File: config.mk
export PLATFORM = sky130hd
export DESIGN_NAME = mul_18_top
export DESIGN_NICKNAME = d
export VERILOG_FILES = /design/src/mul_pkg.sv /design/src/mul_18_top.sv /design/src/coeff_mul_datapath.sv /design/src/block_counter.sv /design/src/flux_sched_fsm.sv
export SDC_FILE = /design/constraint.sdc
export NUM_CORES = 1
export LEC_CHECK = 0
export ABC_AREA = 1
export BUFFER_PORTS_ARGS = -buffer_cell sky130_fd_sc_hd__buf_2
export CAP_MARGIN = 5
export CELL_PAD_IN_SITES_DETAIL_PLACEMENT = 0
export CELL_PAD_IN_SITES_GLOBAL_PLACEMENT = 2
export CORE_ASPECT_RATIO = 0.75
export CORE_MARGIN = 2
export CORE_UTILIZATION = 36
export DETAILED_ROUTE_END_ITERATION = 8
export GPL_ROUTABILITY_DRIVEN = 0
export GPL_TIMING_DRIVEN = 0
export PLACE_DENSITY = 0.9
export SLEW_MARGIN = 0
export SYNTH_ARGS = -nofsm -noshare
export SYNTH_HDL_FRONTEND = slang
export SYNTH_SLANG_ARGS = --single-unit
File: constraint.sdc
create_clock -name clk -period 7.5 [get_ports clk]
set_input_delay 0.75 -clock clk [delete_from_list [all_inputs] [get_ports clk]]
set_output_delay 0.75 -clock clk [all_outputs]
set_load 0.005 [all_outputs]
File: src/mul_pkg.sv
// widths are fixed for 18-bit operands and 9-bit coefficients; sizes must be 1 to 127
`default_nettype none

package mul_pkg;

    // signed operand from the opa FIFOs
    localparam int op_a_width = 18;

    // signed coefficient, one per block
    localparam int coeff_width = 9;

    // full-precision signed product, op_a_width + coeff_width
    localparam int prod_width = 27;

    // extent size and real size, zero is not a legal size
    localparam int size_width = 7;

    // per-channel scheduler state
    // IDLE waits for a full config set, WORK consumes operands
    typedef enum logic
    {
        IDLE = 1'b0,
        WORK = 1'b1
    } chan_state_t;

endpackage

`default_nettype wire
File: src/mul_18_top.sv
// FLUX must be at least 2; FIFOs are show-ahead, a read strobe pops at the next edge
`default_nettype none

module mul_18_top #(
    parameter int FLUX = 2
) (
    input  wire logic                                 clk,
    input  wire logic                                 rst,

    // config sources
    input  wire logic [FLUX-1:0]                      coeff_empty,
    input  wire logic [mul_pkg::coeff_width-1:0]      coeff_data [FLUX],
    output logic [FLUX-1:0]                           coeff_read,
    input  wire logic [FLUX-1:0]                      ext_empty,
    input  wire logic [mul_pkg::size_width-1:0]       ext_data [FLUX],
    output logic [FLUX-1:0]                           ext_read,
    input  wire logic [FLUX-1:0]                      real_empty,
    input  wire logic [mul_pkg::size_width-1:0]       real_data [FLUX],
    output logic [FLUX-1:0]                           real_read,

    // operand source
    input  wire logic [FLUX-1:0]                      opa_empty,
    input  wire logic [mul_pkg::op_a_width-1:0]       opa_data [FLUX],
    output logic [FLUX-1:0]                           opa_read,

    // product sink
    input  wire logic [FLUX-1:0]                      prod_full,
    output logic                                      prod_write,
    output logic [$clog2(FLUX)-1:0]                   prod_tag,
    output logic [mul_pkg::prod_width-1:0]            prod_data
);

    logic [$clog2(FLUX)-1:0] sel_tag;
    logic                    load;
    logic                    step;
    logic                    last;

    flux_sched_fsm #(
        .FLUX (FLUX)
    ) i_sched (
        .clk         (clk),
        .rst         (rst),
        .coeff_empty (coeff_empty),
        .ext_empty   (ext_empty),
        .real_empty  (real_empty),
        .opa_empty   (opa_empty),
        .prod_full   (prod_full),
        .last        (last),
        .sel_tag     (sel_tag),
        .load        (load),
        .step        (step),
        .coeff_read  (coeff_read),
        .ext_read    (ext_read),
        .real_read   (real_read),
        .opa_read    (opa_read)
    );

    block_counter #(
        .FLUX (FLUX)
    ) i_counter (
        .clk       (clk),
        .rst       (rst),
        .sel_tag   (sel_tag),
        .load      (load),
        .step      (step),
        .ext_data  (ext_data),
        .real_data (real_data),
        .last      (last)
    );

    coeff_mul_datapath #(
        .FLUX (FLUX)
    ) i_datapath (
        .clk        (clk),
        .rst        (rst),
        .sel_tag    (sel_tag),
        .load       (load),
        .step       (step),
        .coeff_data (coeff_data),
        .opa_data   (opa_data),
        .prod_write (prod_write),
        .prod_tag   (prod_tag),
        .prod_data  (prod_data)
    );

endmodule

`default_nettype wire

File: src/coeff_mul_datapath.sv
// zero-latency product; outputs are zero whenever step is low
`default_nettype none

module coeff_mul_datapath #(
    parameter int FLUX = 2
) (
    input  wire logic                                 clk,
    input  wire logic                                 rst,
    input  wire logic [$clog2(FLUX)-1:0]              sel_tag,
    input  wire logic                                 load,
    input  wire logic                                 step,
    input  wire logic [mul_pkg::coeff_width-1:0]      coeff_data [FLUX],
    input  wire logic [mul_pkg::op_a_width-1:0]       opa_data [FLUX],
    output logic                                      prod_write,
    output logic [$clog2(FLUX)-1:0]                   prod_tag,
    output logic [mul_pkg::prod_width-1:0]            prod_data
);

    // one stored coefficient per channel
    logic signed [mul_pkg::coeff_width-1:0] coeff_mem [FLUX];

    logic signed [mul_pkg::coeff_width-1:0] coeff_sel;
    logic signed [mul_pkg::op_a_width-1:0]  opa_sel;
    logic signed [mul_pkg::prod_width-1:0]  product;

    always_ff @(posedge clk)
    begin
        if (rst)
        begin
            for (int i = 0; i < FLUX; i++)
            begin
                coeff_mem[i] <= '0;
            end
        end
        else if (load)
        begin
            coeff_mem[sel_tag] <= coeff_data[sel_tag];
        end
    end

    assign coeff_sel = coeff_mem[sel_tag];
    assign opa_sel   = opa_data[sel_tag];

    // both operands signed, so the result is sign-extended to 27 bits
    assign product = opa_sel * coeff_sel;

    always_comb
    begin
        if (step)
        begin
            prod_write = 1'b1;
            prod_tag   = sel_tag;
            prod_data  = product;
        end
        else
        begin
            prod_write = 1'b0;
            prod_tag   = '0;
            prod_data  = '0;
        end
    end

endmodule

`default_nettype wire

File: src/block_counter.sv
// sizes of zero are not supported; last is only meaningful while step is high
`default_nettype none

module block_counter #(
    parameter int FLUX = 2
) (
    input  wire logic                          clk,
    input  wire logic                          rst,
    input  wire logic [$clog2(FLUX)-1:0]       sel_tag,
    input  wire logic                          load,
    input  wire logic                          step,
    input  wire logic [mul_pkg::size_width-1:0] ext_data [FLUX],
    input  wire logic [mul_pkg::size_width-1:0] real_data [FLUX],
    output logic                               last
);

    // per-channel limits and position inside the block
    logic [mul_pkg::size_width-1:0] max_h [FLUX];
    logic [mul_pkg::size_width-1:0] max_v [FLUX];
    logic [mul_pkg::size_width-1:0] cnt_h [FLUX];
    logic [mul_pkg::size_width-1:0] cnt_v [FLUX];

    // context of the selected channel
    logic [mul_pkg::size_width-1:0] cur_h;
    logic [mul_pkg::size_width-1:0] cur_v;
    logic [mul_pkg::size_width-1:0] cur_max_h;
    logic [mul_pkg::size_width-1:0] cur_max_v;
    logic                           h_end;
    logic                           v_end;

    assign cur_h     = cnt_h[sel_tag];
    assign cur_v     = cnt_v[sel_tag];
    assign cur_max_h = max_h[sel_tag];
    assign cur_max_v = max_v[sel_tag];

    // end of a row, and end of the last row
    assign h_end = (cur_h == cur_max_h - 1'b1);
    assign v_end = (cur_v == cur_max_v - 1'b1);
    assign last  = h_end && v_end;

    always_ff @(posedge clk)
    begin
        if (rst)
        begin
            for (int i = 0; i < FLUX; i++)
            begin
                max_h[i] <= '0;
                max_v[i] <= '0;
                cnt_h[i] <= '0;
                cnt_v[i] <= '0;
            end
        end
        else if (load)
        begin
            // real size counts the inner loop, extent size the outer one
            max_h[sel_tag] <= real_data[sel_tag];
            max_v[sel_tag] <= ext_data[sel_tag];
            cnt_h[sel_tag] <= '0;
            cnt_v[sel_tag] <= '0;
        end
        else if (step)
        begin
            if (last)
            begin
                cnt_h[sel_tag] <= '0;
                cnt_v[sel_tag] <= '0;
            end
            else if (h_end)
            begin
                cnt_h[sel_tag] <= '0;
                cnt_v[sel_tag] <= cur_v + 1'b1;
            end
            else
            begin
                cnt_h[sel_tag] <= cur_h + 1'b1;
            end
        end
    end

endmodule

`default_nettype wire

File: src/flux_sched_fsm.sv
// FLUX must be at least 2; channel 0 has the highest priority and may starve the others
`default_nettype none

module flux_sched_fsm #(
    parameter int FLUX = 2
) (
    input  wire logic                     clk,
    input  wire logic                     rst,
    input  wire logic [FLUX-1:0]          coeff_empty,
    input  wire logic [FLUX-1:0]          ext_empty,
    input  wire logic [FLUX-1:0]          real_empty,
    input  wire logic [FLUX-1:0]          opa_empty,
    input  wire logic [FLUX-1:0]          prod_full,
    input  wire logic                     last,
    output logic [$clog2(FLUX)-1:0]       sel_tag,
    output logic                          load,
    output logic                          step,
    output logic [FLUX-1:0]               coeff_read,
    output logic [FLUX-1:0]               ext_read,
    output logic [FLUX-1:0]               real_read,
    output logic [FLUX-1:0]               opa_read
);

    localparam int tag_width = $clog2(FLUX);

    mul_pkg::chan_state_t state [FLUX];

    // per-channel eligibility under the current flags
    logic [FLUX-1:0] ready;
    logic            grant;

    always_comb
    begin
        for (int i = 0; i < FLUX; i++)
        begin
            if (state[i] == mul_pkg::IDLE)
                ready[i] = !coeff_empty[i] && !ext_empty[i] && !real_empty[i];
            else
                ready[i] = !opa_empty[i] && !prod_full[i];
        end
    end

    // fixed priority, lowest channel number wins
    always_comb
    begin
        grant   = 1'b0;
        sel_tag = '0;
        for (int i = 0; i < FLUX; i++)
        begin
            if (ready[i] && !grant)
            begin
                grant   = 1'b1;
                sel_tag = tag_width'(i);
            end
        end
    end

    assign load = grant && (state[sel_tag] == mul_pkg::IDLE);
    assign step = grant && (state[sel_tag] == mul_pkg::WORK);

    // strobes go to the selected channel only
    always_comb
    begin
        for (int i = 0; i < FLUX; i++)
        begin
            coeff_read[i] = load && (sel_tag == tag_width'(i));
            ext_read[i]   = load && (sel_tag == tag_width'(i));
            real_read[i]  = load && (sel_tag == tag_width'(i));
            opa_read[i]   = step && (sel_tag == tag_width'(i));
        end
    end

    always_ff @(posedge clk)
    begin
        if (rst)
        begin
            for (int i = 0; i < FLUX; i++)
            begin
                state[i] <= mul_pkg::IDLE;
            end
        end
        else if (load)
        begin
            state[sel_tag] <= mul_pkg::WORK;
        end
        else if (step && last)
        begin
            // block done, wait for the next config set
            state[sel_tag] <= mul_pkg::IDLE;
        end
    end

endmodule

`default_nettype wire

==> results.json, run 1 <==
{
  "route.detailed.drc": 0,
  "overflow": 0,
  "cts_tree": "yes",
  "drt-pass1-iter-count": 5,
  "p_leak_nw": 6.56,
  "grt_use_met3": 0.0509,
  "synth_area_per_cell_um2": 7.91,
  "slew_viol_final": 0,
  "end_kind": "primary output",
  "peakVddDrop_v": 0.000149,
  "place.detailed.hpwl_mm": 25.7,
  "diodes": 0,
  "slew-limit-headroom": 0.239,
  "worstPathRequired_ns": 6.75,
  "power_mw": 3.55,
  "area_delta_synth_final_pct": 19.5,
  "clk_latency_ns": 0.34,
  "synthTopCellsByArea": "fa_1 26%, edfxtp_1 22%, nand2_1 10%, inv_1 8.4%, nor2_1 8.2%",
  "layout.cells.non_filler": 1876,
  "vias": 9105,
  "grt_pass1_wl_mm": 49.0,
  "coreArea_um2": 28200,
  "fp.dieArea_um2": 30400,
  "ys_seq_elements": 76,
  "synth.net_count": 1607,
  "worstSetupPathType": "reg -> out",
  "grt.busiest_layer": "met1",
  "start_kind": "flop",
  "crit_path_start": "i_sched.state[0]",
  "synth_top_area_cell": "fa_1",
  "post_drt_wl_per_cell_um": 16.8,
  "dieWidth_um": 201,
  "cp_max_fo": 11,
  "fin_crit_ns": 7.25,
  "io_buffer_count": 130,
  "arrival_ns": 6.50,
  "power.density_nw_per_um2": 284,
  "max_cap_viol_count": 0,
  "fin_tns_setup_ns": 0,
  "clk_path_buf_depth": 2,
  "hold_end": "i_counter.max_v[1][5]",
  "dp_cells": 1835,
  "cp_slowest_cell": "fa_1",
  "clkSinkCount": 76,
  "start_util": 0.369,
  "numCtsBuffers": 9,
  "clockRootBuffer": "clkbuf_16",
  "regToRegEndpoint": "i_sched.state[1]",
  "tightest_slew_ns": 1.14,
  "drive_gt1_frac": 0.197,
  "fmax_mhz": 138,
  "synthTopCellsByCount": "291 x nand2_1, 233 x inv_1, 228 x nor2_1",
  "antenna_found_initial": 0,
  "max_stage_delay_ns": 0.55,
  "holdCritPathClass": "in -> reg",
  "worst-r2r-cell-count": 20,
  "status": "complete, no violations",
  "reg2reg_slack_ns": 3.79,
  "ant_nets": 0,
  "syn_area_um2": 10400,
  "reg2reg_from": "i_sched.state[0]",
  "vias_per_cell": 4.85,
  "grt_max_degree": 24,
  "cp_top_family": "adder cells",
  "yosys_most_used_dff": "edfxtp_1",
  "ios": 131,
  "drtIter0Drc": 692,
  "async_flop_share": 0,
  "grt_pass1_vias": 8868,
  "ctsHoldBuffers": 0,
  "nets": 1773,
  "ys_seq_area_frac": 0.219,
  "skew_ns": 0.00475,
  "period_share": 0.967,
  "hold_viol_final": 0,
  "drt-total-wl_mm": 31.5,
  "syn_inst": 1320,
  "yosysUniqueCellTypes": 42,
  "clk_pin_slew_ns": 0.06,
  "yosys_warnings": 0,
  "die_y_um": 151,
  "crit_buf_inv": 8,
  "grt_use_met2": 0.303,
  "hold_depth": 3,
  "grt_use_total": 0.211,
  "rows": 53,
  "synth.most_common_cell": "nand2_1",
  "synth.top_cell.area_share": 0.255,
  "setup_viol": 0,
  "synth_edf_count": 76,
  "use_met1": 0.326,
  "hold_start": "ext_data[5]",
  "htree_levels": 3
}
-- cells by family after synthesis --
group	synth area share
and+or+nand+nor	0.248
buffers and inverters	0.112
adders and majority gates	0.327
AOI/OAI and AO/OA	0.0522
DFF	0.219
xor gates and xnor gates	0.0201
muxes	0.0221
-- sequential cells by signal, summed over array words and instances, names as in the netlist --
| name | count |
|---|---|
| i_sched.state | 2 |
| i_counter.max_h | 14 |
| i_counter.cnt_h | 14 |
| i_counter.cnt_v | 14 |
| i_datapath.coeff_mem | 18 |
| i_counter.max_v | 14 |
-- per-stage QoR --
stage / instance area [um^2] / util / setup WS [ns] / hold WS [ns]
after floorplan: 10400 / - / 0.355 / 0.730
after global placement: 11600 / 0.410 / -1.44 / 0.783
after detailed placement: 11600 / 0.410 / -1.46 / 0.798
after CTS: 12100 / 0.429 / 0.00252 / 0.753
after global routing: 12500 / 0.441 / -0.0285 / 0.768
final: 12500 / 0.441 / 0.245 / 0.754
-- power breakdown --
part / internal, mW / leakage [nW] / switching (mW) / total (mW)
Clock: 0.287 / 0.152 / 0.170 / 0.457
Combinational: 1.03 / 5.61 / 1.56 / 2.59
Sequential: 0.494 / 0.794 / 0.00943 / 0.504
Total: 1.81 / 6.56 / 1.74 / 3.55
-- timing repair --
action,CTS,global route
gates resized for setup,77,50
gates cloned,1,1
pin swaps,5,12
buffers inserted,9,16
setup endpoints to repair,18,12
hold endpoints to repair,0,0
-- how the worst max path moves through the flow --
stage	cells past startpoint	slack, ns	end
2_1_floorplan	31	0.35	prod_data[21]
3_3_place_gp	32	-1.44	prod_data[21]
3_5_place_dp	32	-1.46	prod_data[21]
4_1_cts	36	0.003	prod_data[26]
5_1_grt	29	-0.03	prod_data[23]
6_report	30	0.25	prod_data[21]
-- worst register-to-register path, stage by stage (launching register included) --
cell	delay, ns
edfxtp_1	0.50
nor2_1	0.16
nand2_2	0.10
nand2_4	0.14
inv_6	0.07
nand2_8	0.10
buf_4	0.17
buf_2	0.32
nand2_1	0.08
o21ai_0	0.21
ha_1	0.30
nand3_1	0.13
inv_1	0.11
nand2_1	0.10
nand3_1	0.10
nand2_1	0.06
nor2_1	0.13
nand3_2	0.18
inv_1	0.11
nand2_1	0.07
a21oi_1	0.27
-- area by class of cell --
| class | instances | area [um^2] |
|---|---|---|
| fill | 2937 | 15800 |
| inverter | 239 | 917 |
| multi-input combinational | 964 | 7280 |
| buffer | 40 | 342 |
| tap | 385 | 482 |
| sequential | 76 | 2280 |
| clock inverter | 7 | 81.3 |
| clock buffer | 9 | 225 |
| timing repair buffer | 156 | 863 |
-- placed cells by master (no fill, tap or decap), types with 4 or more instances in the layout --
master / n
a21oi_1: 24
a21oi_2: 6
buf_2: 142
buf_4: 34
buf_6: 9
clkbuf_1: 4
clkbuf_16: 10
edfxtp_1: 76
fa_1: 132
ha_1: 54
inv_1: 227
inv_2: 9
mux2i_1: 23
nand2_1: 286
nand2_2: 11
nand3_1: 47
nand3b_1: 11
nand4_1: 14
nor2_1: 225
nor2_2: 7
nor3_1: 4
o21ai_0: 21
o21ai_1: 8
o21ai_2: 19
o21ai_4: 7
or2_2: 4
xnor2_1: 11
xor2_1: 13
-- metal layers --
metal,up-vias,wire length [um],part of all wire
li1,4411,-,-
met1,4418,15800,0.50
met2,252,13000,0.41
met3,24,2350,0.075
met4,0,293,0.0093
met5,-,0,0
Note: power is estimated with default switching activity, not from simulation.
==> run 2: changes to the inputs <==
--- a/config.mk
+++ b/config.mk
@@ -5,18 +5,17 @@
 export SDC_FILE = /design/constraint.sdc
 export NUM_CORES = 1
 export LEC_CHECK = 0
-export ABC_AREA = 1
 export BUFFER_PORTS_ARGS = -buffer_cell sky130_fd_sc_hd__buf_2
 export CAP_MARGIN = 5
-export CELL_PAD_IN_SITES_DETAIL_PLACEMENT = 0
-export CELL_PAD_IN_SITES_GLOBAL_PLACEMENT = 2
+export CELL_PAD_IN_SITES_DETAIL_PLACEMENT = 1
+export CELL_PAD_IN_SITES_GLOBAL_PLACEMENT = 1
 export CORE_ASPECT_RATIO = 0.75
 export CORE_MARGIN = 2
-export CORE_UTILIZATION = 36
+export CORE_UTILIZATION = 45
 export DETAILED_ROUTE_END_ITERATION = 8
 export GPL_ROUTABILITY_DRIVEN = 0
 export GPL_TIMING_DRIVEN = 0
-export PLACE_DENSITY = 0.9
+export PLACE_DENSITY = 0.88
 export SLEW_MARGIN = 0
 export SYNTH_ARGS = -nofsm -noshare
 export SYNTH_HDL_FRONTEND = slang
==> results.json, run 2 <==
{
  "status": "finished with violations",
  "violations": "setup timing",
  "fp.dieArea_um2": 23700,
  "grt.busiest_layer": "met2",
  "worstPathRequired_ns": 6.75,
  "rsz0062_at_grt": "true",
  "drtIter0Drc": 1529,
  "start_util": 0.459,
  "grt_max_degree": 24,
  "setup_viol": 15,
  "regMostFlops": "i_datapath.coeff_mem",
  "yosysUniqueCellTypes": 66,
  "syn_area_um2": 10100,
  "final_common_cell": "nor2_1",
  "hold_viol_final": 0,
  "overflow": 0,
  "slew_viol_final": 0,
  "grt_use_met3": 0.0794,
  "vias": 10600,
  "synthTopCellsByCount": "166 x nand2_1, 133 x fa_1, 131 x nor2_1",
  "setup_ws_ns": -0.686,
  "grt_pass1_vias": 10700,
  "die_y_um": 134,
  "cp_max_fo": 10,
  "worst-r2r-cell-count": 14,
  "nets": 1593,
  "grt_pass1_wl_mm": 62.5,
  "yosys_most_used_dff": "edfxtp_1",
  "dp_cells": 1508,
  "max_cap_viol_count": 0,
  "synth.net_count": 1370,
  "vias_per_cell": 6.60,
  "io_buffer_count": 130,
  "placed_area_um2": 11200,
  "yosys_warnings": 0,
  "fill_cells": 2496,
  "start_kind": "flop",
  "skew_ns": 0.0151,
  "peakVddDrop_v": 0.000283,
  "ant_nets": 0,
  "layout_common_cells": "130 x nor2_1, 127 x nand2_1, 127 x buf_2",
  "syn_inst": 1083,
  "synth_edf_count": 76,
  "largest_register_ffs": 18,
  "synthTopCellsByArea": "fa_1 26%, edfxtp_1 23%, ha_1 7.4%, nand2_1 6.2%, nor2_1 4.9%",
  "period_share": 1.09,
  "route.detailed.drc": 0,
  "power_mw": 3.87,
  "synth_top_area_cell": "fa_1",
  "grt_use_met2": 0.561,
  "end_kind": "primary output",
  "antenna_found_initial": 0,
  "dieWidth_um": 177,
  "area_delta_synth_final_pct": 29.0,
  "worstSetupPathType": "reg -> out",
  "ios": 131,
  "p_leak_nw": 6.19,
  "synth.most_common_cell": "nand2_1",
  "drt-total-wl_mm": 49.6,
  "ys_seq_elements": 76,
  "clkSinkCount": 76,
  "clk_path_buf_depth": 2,
  "clk_latency_ns": 0.36,
  "diodes": 0,
  "ctsHoldBuffers": 0,
  "fmax_mhz": 122,
  "clockRootBuffer": "clkbuf_16",
  "synth_area_per_cell_um2": 9.35,
  "drive_gt1_frac": 0.290,
  "htree_levels": 3,
  "stdcell_area_um2": 13100,
  "use_met1": 0.444,
  "async_flop_share": 0,
  "post-place-ws_ns": -1.49,
  "grt_use_total": 0.350,
  "post_drt_wl_per_cell_um": 30.9,
  "hold_depth": 2,
  "synth.top_cell.area_share": 0.263,
  "coreArea_um2": 22100,
  "fin_crit_ns": 8.19,
  "drt-pass1-iter-count": 6,
  "place.detailed.hpwl_mm": 26.5,
  "tightest_slew_ns": 1.40,
  "slew-limit-headroom": 0.0654,
  "power.density_nw_per_um2": 296,
  "clk_pin_slew_ns": 0.06,
  "holdCritPathClass": "in -> reg",
  "rows": 47,
  "numCtsBuffers": 9,
  "layout.cells.non_filler": 1605,
  "ys_seq_area_frac": 0.225,
  "cts_tree": "yes",
  "arrival_ns": 7.44
}
-- run 2: cells by family after synthesis --
family,Yosys count,synth area share
AO/OA/AOI/OAI,108,0.0767
adder cells (fa/ha/maj),193,0.337
buffers and inverters,153,0.0611
AND/OR/NAND/NOR,452,0.207
multiplexers,42,0.0416
flip-flops,76,0.225
XOR/XNOR,59,0.0510
-- run 2: path summary, 6_finish.rpt --
check / from / endpoint / slack [ns]
max: i_sched.state[0] / prod_data[18] / -0.69
min: real_data[9] / i_counter.max_h[0][2] / 0.67
max reg2reg: i_sched.state[0] / i_counter.cnt_v[0][5] / 2.29
min reg2reg: i_counter.cnt_v[1][0] / i_counter.cnt_v[1][0] / 0.71
-- run 2: metal layers --
| layer | vias up | share of wire | wire [um] |
|---|---|---|---|
| met3 | 378 | 0.13 | 6650 |
| met5 | - | 0 | 0 |
| met4 | 0 | 0.081 | 4020 |
| met2 | 1084 | 0.44 | 21700 |
| met1 | 5131 | 0.35 | 17300 |
| li1 | 3994 | - | - |
-- run 2: through the flow --
stage                     TNS (ns)   util  hold slack, ns
after global placement      -15.31  0.507           0.635
after CTS                   -0.706  0.561           0.643
after detailed placement    -17.83  0.507           0.641
after floorplan                  0      -           0.598
final                        -6.29  0.593           0.674
after global routing         -7.11  0.593           0.682
-- run 2: cell type report --
cell class | count | area [um^2] | area share
plain buffers | 35 | 433 | 0.0331
clock buffers | 11 | 233 | 0.0178
clock inverters | 5 | 76.3 | 0.00584
inverters | 117 | 439 | 0.0336
multi-input cells | 854 | 7870 | 0.602
flip-flops and latches | 76 | 2280 | 0.175
well taps | 294 | 368 | 0.0281
repair buffers | 213 | 1370 | 0.105
-- run 2: repair_timing --
action,4_1_cts,5_1_grt
setup buffers,36,47
setup endpoints to repair,19,13
resized for setup,144,81
pin swaps,29,50
-- run 2: report_power, final --
part           switching (mW)  total (mW)  internal, mW
sequential             0.0337       0.528         0.494
combinational            1.65        2.86          1.21
clock                   0.195       0.486         0.291
-- run 2: critical path, cell delays in order, from the launching register on --
cell,delay (ns)
edfxtp_1,0.45
or4_4,0.63
o211ai_4,0.15
buf_12,0.19
buf_8,0.19
mux2i_1,0.55
nor2_1,0.20
fa_1,0.67
fa_1,0.65
fa_1,0.60
fa_1,0.45
ha_1,0.31
ha_1,0.39
a21o_1,0.27
a21oi_2,0.22
o21bai_2,0.19
o21a_1,0.25
o21a_1,0.20
buf_4,0.14
nor3_2,0.17
nor3_2,0.05
buf_2,0.15
==> run 3: changes to the inputs <==
--- a/config.mk
+++ b/config.mk
@@ -9,12 +9,12 @@
 export CAP_MARGIN = 5
 export CELL_PAD_IN_SITES_DETAIL_PLACEMENT = 1
 export CELL_PAD_IN_SITES_GLOBAL_PLACEMENT = 1
-export CORE_ASPECT_RATIO = 0.75
 export CORE_MARGIN = 2
 export CORE_UTILIZATION = 45
 export DETAILED_ROUTE_END_ITERATION = 8
 export GPL_ROUTABILITY_DRIVEN = 0
 export GPL_TIMING_DRIVEN = 0
+export MAX_ROUTING_LAYER = met4
 export PLACE_DENSITY = 0.88
 export SLEW_MARGIN = 0
 export SYNTH_ARGS = -nofsm -noshare
==> results.json, run 3 (synthesis results as in run 2) <==
{
  "power.density_nw_per_um2": 281,
  "p_leak_nw": 5.89,
  "peakVddDrop_v": 0.000171,
  "coreArea_um2": 22000,
  "antenna_found_initial": 0,
  "violations": "setup timing",
  "drive_gt1_frac": 0.229,
  "slew_viol_final": 0,
  "post_drt_wl_per_cell_um": 25.6,
  "cp_max_fo": 10,
  "worst-r2r-cell-count": 14,
  "die_y_um": 154,
  "crit_path_start": "real_empty[0]",
  "max_cap_viol_count": 0,
  "drtIter0Drc": 826,
  "cp_slowest_cell": "or4_4",
  "grt_pass1_vias": 10500,
  "reg2reg_slack_ns": 2.51,
  "clk_pin_slew_ns": 0.06,
  "max_stage_delay_ns": 0.59,
  "multi_input_area_um2": 7650,
  "placed_area_um2": 11200,
  "fp.dieArea_um2": 23700,
  "stdcell_area_um2": 12400,
  "dieWidth_um": 154,
  "worstPathRequired_ns": 6.75,
  "rsz0062_at_grt": "true",
  "overflow": 0,
  "clk_latency_ns": 0.37,
  "area_delta_synth_final_pct": 22.3,
  "route.detailed.drc": 0,
  "cts_tree": "yes",
  "rows": 54,
  "clkSinkCount": 76,
  "largest_register_ffs": 18,
  "arrival_ns": 7.12,
  "final_common_cell": "nand2_1",
  "cpMostUsedCell": "fa_1",
  "skew_ns": 0.0146,
  "cp_top_family": "adder cells",
  "layout_common_cells": "149 x nand2_1, 132 x fa_1, 130 x nor2_1",
  "status": "finished with violations",
  "worstSetupPathType": "in -> out",
  "io_buffer_count": 130,
  "period_share": 1.05,
  "setup_viol": 13,
  "diodes": 0,
  "seq_area_um2": 2280,
  "start_kind": "input port",
  "ios": 131,
  "nets": 1544,
  "cp.depth": 23,
  "drt-total-wl_mm": 39.4,
  "slew-limit-headroom": 0.0535,
  "clockRootBuffer": "clkbuf_16",
  "vias_per_cell": 6.13,
  "clk_path_buf_depth": 2,
  "end_kind": "primary output",
  "vias": 9438,
  "layout.cells.non_filler": 1539,
  "crit_chain": "buf_6, or4_4, o211ai_4, buf_6, buf_12, buf_12, mux2i_2, buf_4, nor2_1, fa_1, fa_1, fa_1, fa_1, ha_1, ha_1, and3_4, a221o_1, o211a_4, o211a_4, o2111ai_4, a211o_1, o21ai_1, buf_2",
  "hold_viol_final": 0,
  "drt-pass1-iter-count": 6,
  "fin_crit_ns": 7.87,
  "fill_cells": 2503,
  "tightest_slew_ns": 1.41,
  "cp-endpoint": "prod_data[26]",
  "grt_max_degree": 24,
  "grt_pass1_wl_mm": 60.0,
  "numCtsBuffers": 9,
  "grt_use_total": 0.346,
  "reg2reg_from": "i_sched.state[0]",
  "regToRegEndpoint": "i_counter.cnt_v[0][5]",
  "ctsHoldBuffers": 0,
  "crit_buf_inv": 6,
  "fmax_mhz": 127,
  "htree_levels": 3,
  "ant_nets": 0,
  "place.detailed.hpwl_mm": 26.4,
  "dp_cells": 1494,
  "holdCritPathClass": "in -> reg",
  "regMostFlops": "i_datapath.coeff_mem",
  "start_util": 0.461,
  "setup_ws_ns": -0.370
}
## run 3: how the worst min path moves through the flow
stage                          start                     to  cells after the start
4_1_cts        i_counter.cnt_h[1][0]  i_counter.cnt_h[1][0]                      1
5_1_grt                 real_data[9]  i_counter.max_h[0][2]                      2
3_5_place_dp   i_counter.cnt_h[1][0]  i_counter.cnt_h[1][0]                      1
6_report                real_data[4]  i_counter.max_h[1][4]                      2
3_3_place_gp   i_counter.cnt_h[1][0]  i_counter.cnt_h[1][0]                      1
2_1_floorplan  i_counter.cnt_h[0][0]  i_counter.cnt_h[0][0]                      1
## run 3: metal layers
| layer | vias to the layer above | global-route usage | wire (um) |
|---|---|---|---|
| met2 | 613 | 0.577 | 19200 |
| met4 | 0 | 0.182 | 2490 |
| met1 | 4731 | 0.389 | 14300 |
| met3 | 206 | 0.0769 | 3460 |
| met5 | - | - | 0 |
| li1 | 3888 | - | - |
## run 3: timing repair
action,in CTS,in global routing
setup buffers,28,6
endpoints found under the setup margin,20,16
gates resized for setup,121,30
pin swaps,33,26
## run 3: cell type report
cell class,count,share of cell area
multi-input combinational,854,0.618
sequential,76,0.184
timing repair buffer,164,0.0825
inverter,117,0.0355
buffer,35,0.0296
tap,280,0.0283
clock buffer,10,0.0185
clock inverter,3,0.00333
## run 3: worst register-to-register path: stages (launching register included)
cell and delay (ns):
edfxtp_1 0.39, or3b_1 0.52, o211ai_4 0.16, buf_6 0.19, buf_6 0.22, buf_6 0.20
mux2i_1 0.25, ha_1 0.32, nor3b_1 0.49, nand3_1 0.17, a21oi_1 0.16, o21ai_0 0.14
o22ai_2 0.32, nand2_1 0.19, a21boi_1 0.88
## run 3: per-stage QoR
stage	util	hold WS (ns)	TNS (ns)	power [mW]	worst slack [ns]
final	0.564	0.667	-3.58	3.48	-0.370
after global routing	0.564	0.682	-5.37	3.76	-0.521
after CTS	0.556	0.651	-2.22	3.30	-0.328
after detailed placement	0.509	0.634	-19.20	2.65	-1.52
after global placement	0.508	0.639	-16.35	2.49	-1.38
after floorplan	-	0.598	0	2.08	0.0105
## run 3: where the power goes
group | leakage, nW | internal, mW | total [mW] | switching, mW
logic | 4.97 | 1.09 | 2.52 | 1.42
registers | 0.794 | 0.494 | 0.524 | 0.0297
clock network | 0.128 | 0.251 | 0.441 | 0.189
total | 5.89 | 1.84 | 3.48 | 1.64
